<file path="config.mk">
export PLATFORM = sky130hd
export DESIGN_NAME = uartCore
export DESIGN_NICKNAME = d
export VERILOG_FILES = /design/src/design/uartPkg.sv /design/src/design/fifoIf.sv /design/src/design/baudGen.sv /design/src/design/uartFifo.sv /design/src/design/uartRec.sv /design/src/design/uartXmit.sv /design/src/design/uartHostPort.sv /design/src/design/uartCore.sv
export SDC_FILE = /design/constraint.sdc
export NUM_CORES = 1
export LEC_CHECK = 0
export CAP_MARGIN = 20
export CORE_MARGIN = 2
export CORE_UTILIZATION = 60
export CTS_BUF_LIST = sky130_fd_sc_hd__clkbuf_4
export CTS_CLUSTER_DIAMETER = 40
export DETAILED_ROUTE_END_ITERATION = 10
export DONT_BUFFER_PORTS = 1
export PLACE_DENSITY = 0.79
export SLEW_MARGIN = 5
export SYNTH_ARGS = -nofsm -noshare
export SYNTH_HDL_FRONTEND = slang
export SYNTH_HIERARCHICAL = 1
export SYNTH_SLANG_ARGS = --single-unit
</file>
<file path="constraint.sdc">
create_clock -name clk -period 3.2 [get_ports clk]
set_input_delay 0.48 -clock clk [delete_from_list [all_inputs] [get_ports clk]]
set_output_delay 0.48 -clock clk [all_outputs]
set_load 0.01 [all_outputs]
</file>
<file path="src/design/uartPkg.sv">
// frame constants, FIFO sizing, byte and command types, status bits, FSM state enums
package uartPkg;

	//////////////////////////////
	// serial frame
	//////////////////////////////
	localparam int dataBits   = 8;	// 8N1 only
	localparam int overSample = 16;	// ticks per bit
	localparam int stopTicks  = 16;	// one stop bit
	localparam int baudDiv    = 4;	// clk cycles per tick, kept small for sim

	// byte FIFOs
	localparam int fifoDepth   = 16;
	localparam int fifoAddrLen = 4;	// log2 of fifoDepth

	typedef logic [dataBits-1:0] uartByte_t;

	//////////////////////////////
	// host side
	//////////////////////////////
	typedef enum logic [1:0] {cmdRead, cmdWrite, cmdStatus} hostCmd_t;

	// bit positions in the status byte
	localparam int statRxAvail = 0;
	localparam int statTxFull  = 1;
	localparam int statOverrun = 2;

	// serial engine states
	typedef enum logic [1:0] {idle, start, data, stop} rxState_t;
	typedef enum logic [1:0] {txIdle, txStart, txData, txStop} txState_t;

endpackage

</file>
<file path="src/design/fifoIf.sv">
// byte FIFO bundle with writer, reader and storage modports
`timescale 1ns/1ps

interface fifoIf import uartPkg::*; ();

	logic      push;	// write strobe
	uartByte_t wrData;
	logic      full;

	logic      pop;	// read strobe, head advances next cycle
	uartByte_t rdData;	// always the head entry
	logic      empty;

	// producer side
	modport writer
	(
		output push, wrData,
		input  full
	);

	// consumer side
	modport reader
	(
		output pop,
		input  rdData, empty
	);

	// the FIFO itself
	modport store
	(
		input  push, wrData, pop,
		output full, rdData, empty
	);

endinterface

</file>
<file path="src/design/baudGen.sv">
// oversampling tick generator for both serial directions
`timescale 1ns/1ps

module baudGen import uartPkg::*;
(
	input  logic clk,
	input  logic reset,
	output logic sTick
);

	logic [$clog2(baudDiv)-1:0] divCnt;	// modulo baudDiv

	always_ff @(posedge clk or posedge reset)
	begin
		if (reset)
			divCnt <= '0;
		else if (divCnt == baudDiv - 1)
			divCnt <= '0;	// wrap
		else
			divCnt <= divCnt + 1'b1;
	end

	// one clk wide, once per wrap
	assign sTick = (divCnt == baudDiv - 1);

endmodule

</file>
<file path="src/design/uartFifo.sv">
// synchronous byte FIFO with full and empty flags
`timescale 1ns/1ps

module uartFifo import uartPkg::*;
(
	input  logic clk,
	input  logic reset,
	fifoIf.store port
);

	uartByte_t mem [fifoDepth];	// storage, no reset
	logic [fifoAddrLen-1:0] wrPtr, rdPtr;	// wrap naturally
	logic [fifoAddrLen:0] count;	// 0..fifoDepth
	logic doPush, doPop;

	assign doPush = port.push & ~port.full;	// ignore when full
	assign doPop  = port.pop & ~port.empty;	// ignore when empty

	always_ff @(posedge clk or posedge reset)
	begin
		if (reset)
		begin
			wrPtr <= '0;
			rdPtr <= '0;
			count <= '0;
		end
		else
		begin
			if (doPush)
				wrPtr <= wrPtr + 1'b1;
			if (doPop)
				rdPtr <= rdPtr + 1'b1;
			count <= count + doPush - doPop;	// both at once leaves count alone
		end
	end

	always_ff @(posedge clk)
	begin
		if (doPush)
			mem[wrPtr] <= port.wrData;
	end

	assign port.rdData = mem[rdPtr];	// head, fall-through
	assign port.full   = (count == fifoDepth);
	assign port.empty  = (count == 0);

	assert property (@(posedge clk) disable iff (reset) port.full |-> !port.push)
		else $error("%t uartFifo push while full", $time);
	assert property (@(posedge clk) disable iff (reset) port.empty |-> !port.pop)
		else $error("%t uartFifo pop while empty", $time);

endmodule

</file>
<file path="src/design/uartRec.sv">
// oversampling serial receiver, pushes each finished byte into the rx FIFO
`timescale 1ns/1ps

module uartRec import uartPkg::*;
(
	input  logic clk,
	input  logic reset,
	input  logic sTick,
	input  logic rx,
	fifoIf.writer rxFifo,
	output logic overrun	// one-clk pulse, byte lost
);

	rxState_t stateReg, stateNext;
	logic [$clog2(overSample)-1:0] sReg, sNext;	// tick counter
	logic [$clog2(dataBits)-1:0] nReg, nNext;	// bit counter
	uartByte_t bReg, bNext;	// shift register
	logic [1:0] rxSync;	// async input
	logic rxIn;
	logic doneTick;

	always_ff @(posedge clk or posedge reset)
	begin
		if (reset)
		begin
			rxSync   <= 2'b11;	// line idles high
			stateReg <= idle;
			sReg     <= '0;
			nReg     <= '0;
			bReg     <= '0;
		end
		else
		begin
			rxSync   <= {rxSync[0], rx};
			stateReg <= stateNext;
			sReg     <= sNext;
			nReg     <= nNext;
			bReg     <= bNext;
		end
	end

	assign rxIn = rxSync[1];

	//////////////////////////////
	// next state
	//////////////////////////////
	always_comb
	begin
		stateNext = stateReg;
		sNext     = sReg;
		nNext     = nReg;
		bNext     = bReg;
		doneTick  = 1'b0;
		case (stateReg)
			idle:
				if (!rxIn)
				begin
					stateNext = start;	// falling edge of start bit
					sNext     = '0;
				end
			start:
				if (sTick)
				begin
					if (sReg == overSample/2 - 1)
					begin
						// middle of start bit
						stateNext = rxIn ? idle : data;	// glitch goes back to idle
						sNext     = '0;
						nNext     = '0;
					end
					else
						sNext = sReg + 1'b1;
				end
			data:
				if (sTick)
				begin
					if (sReg == overSample - 1)
					begin
						sNext = '0;
						bNext = {rxIn, bReg[dataBits-1:1]};	// lsb first
						if (nReg == dataBits - 1)
							stateNext = stop;
						else
							nNext = nReg + 1'b1;
					end
					else
						sNext = sReg + 1'b1;
				end
			stop:
				if (sTick)
				begin
					if (sReg == stopTicks - 1)
					begin
						stateNext = idle;
						doneTick  = 1'b1;	// frame complete
					end
					else
						sNext = sReg + 1'b1;
				end
			default: stateNext = idle;
		endcase
	end

	// hand off to FIFO or flag the loss
	always_comb
	begin
		rxFifo.push = doneTick & ~rxFifo.full;
		overrun     = doneTick & rxFifo.full;
	end

	assign rxFifo.wrData = bReg;

	// counters step once per tick, so a tick must be a single clk
	assert property (@(posedge clk) disable iff (reset) sTick |=> !sTick)
		else $error("%t uartRec oversampling tick wider than one clk", $time);

endmodule

</file>
<file path="src/design/uartXmit.sv">
// serial transmitter, drains the tx FIFO frame by frame
`timescale 1ns/1ps

module uartXmit import uartPkg::*;
(
	input  logic clk,
	input  logic reset,
	input  logic sTick,
	fifoIf.reader txFifo,
	output logic tx
);

	txState_t stateReg, stateNext;
	logic [$clog2(overSample)-1:0] sReg, sNext;
	logic [$clog2(dataBits)-1:0] nReg, nNext;
	uartByte_t bReg, bNext;	// outgoing byte
	logic txReg, txNext;	// registered line, no glitches

	always_ff @(posedge clk or posedge reset)
	begin
		if (reset)
		begin
			stateReg <= txIdle;
			sReg     <= '0;
			nReg     <= '0;
			bReg     <= '0;
			txReg    <= 1'b1;	// mark
		end
		else
		begin
			stateReg <= stateNext;
			sReg     <= sNext;
			nReg     <= nNext;
			bReg     <= bNext;
			txReg    <= txNext;
		end
	end

	always_comb
	begin
		stateNext  = stateReg;
		sNext      = sReg;
		nNext      = nReg;
		bNext      = bReg;
		txNext     = txReg;
		txFifo.pop = 1'b0;
		case (stateReg)
			txIdle:
			begin
				txNext = 1'b1;
				if (!txFifo.empty)
				begin
					txFifo.pop = 1'b1;	// take head now
					bNext      = txFifo.rdData;
					sNext      = '0;
					stateNext  = txStart;
				end
			end
			txStart:
			begin
				txNext = 1'b0;
				if (sTick)
				begin
					if (sReg == overSample - 1)
					begin
						stateNext = txData;
						sNext     = '0;
						nNext     = '0;
					end
					else
						sNext = sReg + 1'b1;
				end
			end
			txData:
			begin
				txNext = bReg[0];	// lsb first
				if (sTick)
				begin
					if (sReg == overSample - 1)
					begin
						sNext = '0;
						bNext = bReg >> 1;
						if (nReg == dataBits - 1)
							stateNext = txStop;
						else
							nNext = nReg + 1'b1;
					end
					else
						sNext = sReg + 1'b1;
				end
			end
			txStop:
			begin
				txNext = 1'b1;
				if (sTick)
				begin
					if (sReg == stopTicks - 1)
					begin
						if (!txFifo.empty)
						begin
							// back to back, skip idle
							txFifo.pop = 1'b1;
							bNext      = txFifo.rdData;
							sNext      = '0;
							stateNext  = txStart;
						end
						else
							stateNext = txIdle;
					end
					else
						sNext = sReg + 1'b1;
				end
			end
			default: stateNext = txIdle;
		endcase
	end

	assign tx = txReg;

	assert property (@(posedge clk) disable iff (reset) (stateReg == txIdle) |-> tx)
		else $error("%t uartXmit line low while idle", $time);

endmodule

</file>
<file path="src/design/uartHostPort.sv">
// four-phase req/ack command port, status byte and sticky overrun
`timescale 1ns/1ps

module uartHostPort import uartPkg::*;
(
	input  logic clk,
	input  logic reset,
	input  logic req,
	input  hostCmd_t cmd,
	input  uartByte_t wrData,
	output logic ack,
	output uartByte_t rdData,
	input  logic overrun,
	fifoIf.reader rxFifo,
	fifoIf.writer txFifo
);

	typedef enum logic [1:0] {waitReq, doCmd, waitRelease} hostState_t;

	hostState_t stateReg;
	logic overrunReg;	// sticky
	logic cmdDone;	// command finishes this cycle
	uartByte_t statusByte;

	always_comb
	begin
		statusByte = '0;
		statusByte[statRxAvail] = ~rxFifo.empty;
		statusByte[statTxFull]  = txFifo.full;
		statusByte[statOverrun] = overrunReg;
	end

	//////////////////////////////
	// command execution
	//////////////////////////////
	always_comb
	begin
		cmdDone     = 1'b0;
		txFifo.push = 1'b0;
		rxFifo.pop  = 1'b0;
		if (stateReg == doCmd)
		begin
			case (cmd)
				cmdWrite:
				begin
					cmdDone     = ~txFifo.full;	// back-pressure
					txFifo.push = ~txFifo.full;
				end
				cmdRead:
				begin
					cmdDone    = ~rxFifo.empty;	// wait for a byte
					rxFifo.pop = ~rxFifo.empty;
				end
				default: cmdDone = 1'b1;	// status or unused code
			endcase
		end
	end

	assign txFifo.wrData = wrData;

	always_ff @(posedge clk or posedge reset)
	begin
		if (reset)
		begin
			stateReg   <= waitReq;
			ack        <= 1'b0;
			overrunReg <= 1'b0;
		end
		else
		begin
			// new loss wins over the clearing read
			overrunReg <= overrun | (overrunReg & ~(cmdDone && cmd == cmdStatus));
			case (stateReg)
				waitReq:
					if (req)
						stateReg <= doCmd;
				doCmd:
					if (cmdDone)
					begin
						stateReg <= waitRelease;
						ack      <= 1'b1;
					end
				waitRelease:
					if (!req)
					begin
						stateReg <= waitReq;
						ack      <= 1'b0;
					end
				default: stateReg <= waitReq;
			endcase
		end
	end

	// read data, valid while ack
	always_ff @(posedge clk)
	begin
		if (cmdDone && cmd != cmdWrite)
			rdData <= (cmd == cmdRead) ? rxFifo.rdData : statusByte;
	end

	// host keeps req up until it sees ack
	assert property (@(posedge clk) disable iff (reset) req && !ack |=> req || ack)
		else $error("%t uartHostPort req dropped before ack", $time);

endmodule

</file>
<file path="src/design/uartCore.sv">
// UART top level, tick generator, receiver, transmitter, FIFOs and host port
`timescale 1ns/1ps

module uartCore import uartPkg::*;
(
	input  logic clk,
	input  logic reset,
	input  logic req,
	input  hostCmd_t cmd,
	input  uartByte_t wrData,
	output logic ack,
	output uartByte_t rdData,
	input  logic rx,
	output logic tx
);

	logic sTick;	// shared oversampling strobe
	logic overrun;	// rx byte dropped

	fifoIf rxFifo ();	// receiver to host
	fifoIf txFifo ();	// host to transmitter

	//////////////////////////////
	// timebase and serial engines
	//////////////////////////////
	baudGen baudGen_i (.clk, .reset, .sTick);

	uartRec uartRec_i (.clk, .reset, .sTick, .rx, .rxFifo(rxFifo.writer), .overrun);

	uartXmit uartXmit_i (.clk, .reset, .sTick, .txFifo(txFifo.reader), .tx);

	// byte buffers
	uartFifo rxBuf_i (.clk, .reset, .port(rxFifo.store));
	uartFifo txBuf_i (.clk, .reset, .port(txFifo.store));

	//////////////////////////////
	// processor side
	//////////////////////////////
	uartHostPort uartHostPort_i
	(
		.clk, .reset,
		.req, .cmd, .wrData, .ack, .rdData,
		.overrun,
		.rxFifo(rxFifo.reader),
		.txFifo(txFifo.writer)
	);

endmodule

</file>
==> impl_metrics.json, run 1 <==
{
  "outcome": "finished, final reports clean",
  "gpl.final_weighted_congestion": 0.795,
  "fp.dieH_um": 159,
  "hold_viol": 0,
  "totalWireLength_um": 27500,
  "timing.critical_path.cells": "inv_1, ha_1, and4bb_1, nor4b_1, nor2b_2, inv_2, ha_1, inv_1, ha_1, fa_1, a21oi_1, nor2_1, nor2_1, xnor2_1",
  "yosysTopAreaCell": "sky130_fd_sc_hd__edfxtp_1",
  "die_width_um": 159,
  "holdWs_ns": 0.0675,
  "path_clk_slew_ns": 0.07,
  "async_reset_ff_share_pct": 20.7,
  "reg2reg_depth": 14,
  "cts_tree": "built",
  "numPortBuffers": 0,
  "cts_inserted_buffers": 84,
  "achievable-frequency_mhz": 334,
  "crit-reg2reg-launch": "txBuf_i/count[2]",
  "first_global_vias": 8057,
  "crit_start": "txBuf_i/count[2]",
  "worst_case_headroom_to_the_max_slew_limit_pct": 34.5,
  "rows": 56,
  "proportion_of_layout_cells_with_a_drive_suffix_above_1_pct": 26.5,
  "start_kind": "flip-flop",
  "worst-endpoint-arrival_ns": 3.61,
  "synth_cells": 888,
  "buffers_from_clock_root_to_sink_at_most": 3,
  "timing.final.setup_violations": 0,
  "starting_density_pct": 61.3,
  "min_from": "cmd[0]",
  "dr_iter_0_viols": 654,
  "drt-wirelength-per-cell_um": 20.2,
  "layout_min_cycle_time_ns": 2.99,
  "finish.net_count": 1024,
  "via_count": 7949,
  "yosysTopAreaCellShare_pct": 54.7,
  "cpMostUsedCell": "sky130_fd_sc_hd__ha_1",
  "clock-sinks": 333,
  "max-vdd-ir-drop_uv": 407,
  "post-route-period-util_pct": 93.5,
  "mappedNetlistArea_mm2": 0.0145,
  "timing_worst_slew_pin_value_ns": 0.983,
  "maxCapViolations": 0,
  "critPathMaxStageDelay_ns": 0.41,
  "core_region_area_mm2": 0.0236,
  "synth_cell_type_count": 74,
  "dpl_worst_slack_ns": 0.0560,
  "floorplan_die_area_mm2": 0.0254,
  "timing_worst_setup_path_type": "reg2reg",
  "synth_commonest_cells": "sky130_fd_sc_hd__edfxtp_1 (264), sky130_fd_sc_hd__mux2i_1 (74), sky130_fd_sc_hd__dfrtp_1 (66), sky130_fd_sc_hd__inv_1 (39), sky130_fd_sc_hd__nand2_1 (36)",
  "cp_slowest_cell": "sky130_fd_sc_hd__fa_1",
  "timing.reg2reg.setup_slack_ns": 0.21,
  "worstSkewPairLatency_ns": 0.72,
  "dominant_synthesized_flop_cell": "sky130_fd_sc_hd__edfxtp_1",
  "largest_net_degree_at_the_start_of_global_routing": 36,
  "hold_class": "in2reg",
  "ys_ff_latch": 333,
  "fin_ws_ns": 0.207,
  "synthMostInstantiatedCell": "sky130_fd_sc_hd__edfxtp_1",
  "power_total_uw": 10100,
  "maxSlewViolCount": 0,
  "critPathMaxFanout": 7,
  "drt_pass1_iterations": 5,
  "synth.yosys.seq_area_share_pct": 66.7,
  "ant_nets": 0,
  "whs_endpoint": "uartHostPort_i/rdData[0]",
  "synthToLayoutAreaGrowth_pct": 10.9,
  "synth_area_per_cell_um2": 16.3,
  "timing.hold.worst_path_depth": 2,
  "met2_usage_pct": 34.4,
  "grt_use_total_pct": 22.1,
  "global_route.usage.met1_pct": 30.6,
  "grt_antenna_before_repair": 2,
  "ctsRootBufferMaster": "sky130_fd_sc_hd__clkbuf_4",
  "cts_htree_levels": 3,
  "wire_length_of_the_first_global_routing_pass_um": 43400,
  "worstReg2RegEnd": "txBuf_i/count[4]",
  "global_route.peak_usage_layer": "met2",
  "dp_hpwl_um": 17800,
  "grt_remaining_overflow": 0,
  "yosys_warnings": 6,
  "p_per_area_mw_per_mm2": 631,
  "floorplan.io_pins": 24,
  "synthTopCellsByArea": "sky130_fd_sc_hd__edfxtp_1 (55%), sky130_fd_sc_hd__dfrtp_1 (11%), sky130_fd_sc_hd__mux2i_1 (5.1%)",
  "power_leakage_uw": 0.00589,
  "setup.worst_path.end_class": "flip-flop",
  "drc": 0,
  "synth_enable_flop_cells": 264,
  "timing.clock.skew_ns": 0.0740,
  "post_drt_via_cell_ratio": 5.84,
  "syn_nets": 938,
  "cp.required_ns": 3.82,
  "gr-usage-met3_pct": 6.12
}
==> timing repair <==
item                                    CTS  global route
setup buffers                             0             1
endpoints found under the hold margin   200             0
endpoints found under the setup margin    0             2
hold buffers                             14             0
gates resized for setup                   0             6
==> routing by layer <==
metal  vias to the layer above  part of all wire (%)
met4                         0                   2.1
met1                      3969                    43
li1                       3654                     -
met3                        49                   7.2
met2                       277                    48
met5                         -                     0
==> final cells by class <==
| class | instances | area (um2) |
|---|---|---|
| clock inverters | 19 | 124 |
| inverters | 42 | 158 |
| fillers | 1577 | 7560 |
| well taps | 319 | 399 |
| clock buffers | 132 | 991 |
| repair buffers | 52 | 450 |
| multi-input cells | 461 | 4270 |
| flip-flops and latches | 333 | 9660 |
| diodes | 2 | 5.00 |
==> how the worst max path moves through the flow <==
stage / to / slack, ns / depth (start not counted)
2_1_floorplan: rxBuf_i/count[4] / 0.22 / 16
4_1_cts: rxBuf_i/count[4] / 0.08 / 14
3_5_place_dp: rxBuf_i/count[4] / 0.06 / 14
5_1_grt: txBuf_i/count[4] / -0.008 / 14
6_report: txBuf_i/count[4] / 0.21 / 14
3_3_place_gp: rxBuf_i/count[4] / 0.21 / 14
==> worst max-delay path, delay by kind of cell (launching register included) <==
family | cells | cell delay [ns]
AO/OA/AOI/OAI | 1 | 0.15
XOR/XNOR | 1 | 0.13
adder cells (fa/ha/maj) | 4 | 1.11
buffers and inverters | 3 | 0.23
flip-flops | 1 | 0.35
AND/OR/NAND/NOR | 5 | 0.95
==> placed cells by master, fill, tap and decap left out, types with 24 or more instances in the layout <==
cell,count
sky130_fd_sc_hd__clkbuf_4,132
sky130_fd_sc_hd__mux4_2,32
sky130_fd_sc_hd__o21ai_0,26
sky130_fd_sc_hd__mux2i_1,74
sky130_fd_sc_hd__nor2_1,27
sky130_fd_sc_hd__ha_1,32
sky130_fd_sc_hd__inv_1,39
sky130_fd_sc_hd__nand2_1,36
sky130_fd_sc_hd__edfxtp_1,264
sky130_fd_sc_hd__dfrtp_1,64
sky130_fd_sc_hd__and2_1,24
sky130_fd_sc_hd__buf_4,36
==> registers in the layout (all words and copies together), names as in the netlist, 2 cells and up, named ones only <==
name / count
rxBuf_i/mem: 128
txBuf_i/rdPtr: 4
uartHostPort_i/rdData: 8
uartXmit_i/stateReg: 2
uartRec_i/nReg: 3
uartRec_i/rxFifo.wrData: 8
rxBuf_i/count: 5
uartXmit_i/nReg: 3
uartXmit_i/bReg: 8
uartRec_i/rxSync: 2
uartXmit_i/sReg: 4
txBuf_i/mem: 128
rxBuf_i/rdPtr: 4
uartRec_i/sReg: 4
txBuf_i/wrPtr: 4
rxBuf_i/wrPtr: 4
uartHostPort_i/stateReg: 2
baudGen_i/divCnt: 2
txBuf_i/count: 5
==> kinds of logic (layout without fill, tap and decap cells) <==
logic type / count (synthesis) / in the layout / share of synthesized area [%]
DFF: 333 / 333 / 66.7
and+or+nand+nor: 156 / 156 / 6.33
AOI/OAI and AO/OA: 125 / 125 / 7.06
muxes: 123 / 123 / 11.4
buffers and inverters: 94 / 245 / 4.02
adders and majority gates: 36 / 36 / 3.21
xor gates and xnor gates: 21 / 21 / 1.27
other: 0 / 2 / 0
==> metrics by stage <==
step                      util (%)  std cells  area, um2  TNS, ns
after global routing          68.0       1359      16100  -0.0134
after floorplan                  -        888      14500        0
final                         68.0       1360      16100        0
after detailed placement      62.5       1192      14800        0
after global placement        62.5       1192      14800        0
after CTS                     67.8       1357      16000        0
==> report_power, final <==
| part | switching (uW) | internal (uW) |
|---|---|---|
| registers | 266 | 4860 |
| logic | 765 | 642 |
| clock network | 1630 | 1960 |
| total | 2660 | 7470 |
Note: power is estimated with default switching activity, not from simulation.
==> inputs of run 2 (changes only) <==
- CORE_UTILIZATION: 60 -> 59
- PLACE_DENSITY: 0.79 -> 0.78
- SYNTH_HIERARCHICAL: 1 -> not set
==> run 2 against run 1 <==
  * Cell count down 6.8%
  * Setup slack better by 0.14 ns
  * Hold slack worse by 0.022 ns
  * Critical path type unchanged
  * Critical endpoint is now txBuf_i.count[4]
==> impl_metrics.json, run 2 <==
{
  "synth_enable_flop_cells": 264,
  "cp_slowest_cell": "sky130_fd_sc_hd__fa_1",
  "post_cts_setup_buffer_count": 0,
  "drt-wirelength-per-cell_um": 19.8,
  "clock-sinks": 333,
  "yosysTopAreaCellShare_pct": 57.4,
  "ctsRootBufferMaster": "sky130_fd_sc_hd__clkbuf_4",
  "maxSlewViolCount": 0,
  "timing_worst_setup_path_type": "reg2reg",
  "stdcell_area_mm2": 0.0155,
  "finish.net_count": 939,
  "clockPowerShare_pct": 34.9,
  "grt_remaining_overflow": 0,
  "layout.area.seq_mm2": 0.00966,
  "num-fill-cells": 1464,
  "timing.final.setup_violations": 0,
  "p_per_area_mw_per_mm2": 631,
  "largest_net_degree_at_the_start_of_global_routing": 44,
  "crit_buf_inv": 1,
  "outcome": "finished, final reports clean",
  "synthTopCellsByArea": "sky130_fd_sc_hd__edfxtp_1 (57%), sky130_fd_sc_hd__dfrtp_1 (12%), sky130_fd_sc_hd__mux4_2 (10%)",
  "timing_worst_slew_pin_value_ns": 0.932,
  "largest_registers": "rxBuf_i.mem x128, txBuf_i.mem x128",
  "share_comb_of_total_power_pct": 13.3,
  "maxCapViolations": 0,
  "internal-power_uw": 7290,
  "synthMostInstantiatedCell": "sky130_fd_sc_hd__edfxtp_1",
  "timing.critical_path.cells": "ha_1, and4_1, a21oi_1, nor3_1, ha_1, inv_1, ha_1, fa_1, a21oi_1, nor2_1, nor2_1, xnor2_1",
  "sw_frac_of_total_pct": 25.6,
  "power_switching_uw": 2500,
  "core_region_area_mm2": 0.0228,
  "dr_iter_0_viols": 601,
  "path_delay_family": "adder cells",
  "power.sequential.fraction_pct": 51.9,
  "gpl.final_weighted_congestion": 0.787,
  "fp.dieH_um": 157,
  "multi_input_comb_area_mm2": 0.00384,
  "starting_density_pct": 60.6,
  "timing.setup.tns_ns": 0,
  "mappedNetlistArea_mm2": 0.0138,
  "via_count": 7298,
  "final_util_pct": 68.1,
  "path_clk_slew_ns": 0.06,
  "yosys_warnings": 0,
  "critPathMaxFanout": 5,
  "totalWireLength_um": 25200,
  "buffers_from_clock_root_to_sink_at_most": 3,
  "drc": 0,
  "post-route-period-util_pct": 89.1,
  "async_reset_ff_share_pct": 20.7,
  "cts_inserted_buffers": 83,
  "synth_area_per_cell_um2": 17.5,
  "dp_hpwl_um": 16400,
  "final_common_cell": "sky130_fd_sc_hd__edfxtp_1",
  "cpMostUsedCell": "sky130_fd_sc_hd__ha_1",
  "dominant_synthesized_flop_cell": "sky130_fd_sc_hd__edfxtp_1",
  "hold_class": "in2reg",
  "critPathMaxStageDelay_ns": 0.45,
  "post_cts_resized": 0,
  "grt_antenna_before_repair": 2,
  "wire_length_of_the_first_global_routing_pass_um": 40300,
  "synth.yosys.seq_area_share_pct": 69.9,
  "synth_commonest_cells": "sky130_fd_sc_hd__edfxtp_1 (264), sky130_fd_sc_hd__dfrtp_1 (66), sky130_fd_sc_hd__mux4_2 (64), sky130_fd_sc_hd__nor2_1 (43), sky130_fd_sc_hd__nand2_1 (40)",
  "achievable-frequency_mhz": 351,
  "max-vdd-ir-drop_uv": 484,
  "numPortBuffers": 0,
  "post_drt_via_cell_ratio": 5.76,
  "setup.worst_path.end_class": "flip-flop",
  "ys_ff_latch": 333,
  "ant_nets": 0,
  "floorplan.io_pins": 24,
  "grt_use_total_pct": 21.6,
  "setup_repair_after_global_routing_missed_its_margin": "false",
  "yosysTopAreaCell": "sky130_fd_sc_hd__edfxtp_1",
  "cts_tree": "built",
  "worst-endpoint-arrival_ns": 3.46,
  "die_width_um": 157,
  "synth_cell_type_count": 62,
  "floorplan_die_area_mm2": 0.0247,
  "dpl_cell_area_mm2": 0.0143,
  "hold_viol": 0,
  "synthToLayoutAreaGrowth_pct": 12.3,
  "cp.required_ns": 3.81,
  "worstSkewPairLatency_ns": 0.70,
  "timing.clock.skew_ns": 0.0611,
  "synth_cells": 791,
  "power_leakage_uw": 0.00529,
  "first_global_vias": 7796,
  "drt_pass1_iterations": 5,
  "cts_htree_levels": 3,
  "syn_nets": 841,
  "start_kind": "flip-flop",
  "final_cell_mix": "sky130_fd_sc_hd__edfxtp_1 (264), sky130_fd_sc_hd__clkbuf_4 (121), sky130_fd_sc_hd__mux4_2 (64), sky130_fd_sc_hd__dfrtp_1 (64), sky130_fd_sc_hd__nor2_1 (43)",
  "proportion_of_layout_cells_with_a_drive_suffix_above_1_pct": 27.4,
  "rows": 55,
  "worst_case_headroom_to_the_max_slew_limit_pct": 37.8,
  "layout_min_cycle_time_ns": 2.85
}
[run 2: changes by cell type after synthesis, moves of 7 or more]
cell                       previous run  this run
sky130_fd_sc_hd__mux4_2              32        64
sky130_fd_sc_hd__nor3_1               4        13
sky130_fd_sc_hd__buf_4               16         1
sky130_fd_sc_hd__and2_1              24         8
sky130_fd_sc_hd__nor2_1              27        43
sky130_fd_sc_hd__o21ai_0             26        13
sky130_fd_sc_hd__buf_6               17         3
sky130_fd_sc_hd__nand2b_1             2         9
sky130_fd_sc_hd__nor4_1               9         1
sky130_fd_sc_hd__a221oi_2            18         0
sky130_fd_sc_hd__mux2i_1             74         6
sky130_fd_sc_hd__nor2b_1             10         2
sky130_fd_sc_hd__a221oi_1            14         0
sky130_fd_sc_hd__clkbuf_1            10        18
[run 2: area by class of cell]
class	instances	area share, %
multi-input cells	388	24.8
clock buffers	121	5.86
clock inverters	28	0.936
flip-flops and latches	333	62.3
repair buffers	49	2.74
well taps	313	2.53
inverters	34	0.823
diodes	2	0.0323
[run 2: per-layer routing]
metal | share of wire (%) | track usage [%] | vias up
li1 | - | - | 3346
met1 | 40 | 26.9 | 3651
met2 | 52 | 36.6 | 251
met3 | 5.5 | 5.37 | 50
met4 | 2.5 | 9.09 | 0
met5 | 0 | 0 | -
[run 2: power by group through the flow]
| stage | combinational (uW) | sequential, uW | clock, uW |
|---|---|---|---|
| finish | 1300 | 5080 | 3410 |
| global route | 1450 | 5100 | 3740 |
| CTS | 1320 | 5070 | 3510 |
| detailed placement | 1260 | 5160 | 0 |
| global placement | 1170 | 5140 | 0 |
| floorplan | 1090 | 5060 | 0 |
[run 2: worst reg2reg max path: stages (launching register included)]
cell                      delay (ns)
sky130_fd_sc_hd__dfrtp_1        0.42
sky130_fd_sc_hd__ha_1           0.27
sky130_fd_sc_hd__and4_1         0.23
sky130_fd_sc_hd__a21oi_1        0.25
sky130_fd_sc_hd__nor3_1         0.11
sky130_fd_sc_hd__ha_1           0.30
sky130_fd_sc_hd__inv_1          0.04
sky130_fd_sc_hd__ha_1           0.22
sky130_fd_sc_hd__fa_1           0.45
sky130_fd_sc_hd__a21oi_1        0.18
sky130_fd_sc_hd__nor2_1         0.07
sky130_fd_sc_hd__nor2_1         0.12
sky130_fd_sc_hd__xnor2_1        0.13
[run 2: per-stage QoR]
step	setup slack, ns	power [uW]	std cells	hold WS, ns
final	0.349	9790	1268	0.0451
after global routing	0.0979	10300	1268	0.00272
after CTS	0.350	9890	1266	0.00550
after detailed placement	0.376	6420	1104	0.351
after global placement	0.486	6310	1104	0.352
after floorplan	0.387	6160	791	0.345
[run 2: cell families after synthesis]
| kind of cell | share of synthesized area, % |
|---|---|
| XOR/XNOR | 1.33 |
| flip-flops | 69.9 |
| adder cells (fa/ha/maj) | 3.37 |
| multiplexers | 13.3 |
| buffers and inverters | 2.25 |
| AO/OA/AOI/OAI | 4.26 |
| AND/OR/NAND/NOR | 5.59 |
[run 2: what timing repair did]
action | CTS | global route
hold endpoints to repair | 171 | 0
hold buffers | 13 | 0
setup endpoints to repair | 0 | 0
[run 2: path summary, 6_finish.rpt]
| check | slack [ns] | depth (start not counted) | to | startpoint |
|---|---|---|---|---|
| min in group asynchronous | 0.45 | 2 | uartRec_i.sReg[2] | reset |
| min | 0.05 | 2 | txBuf_i.wrPtr[0] | cmd[1] |
| max reg2reg | 0.35 | 12 | txBuf_i.count[4] | uartXmit_i.sReg[0] |
| max in group asynchronous | 1.79 | 3 | uartRec_i.rxFifo.wrData[3] | reset |
| min reg2reg | 0.35 | 0 | uartRec_i.rxSync[1] | uartRec_i.rxSync[0] |
| max | 0.35 | 12 | txBuf_i.count[4] | uartXmit_i.sReg[0] |
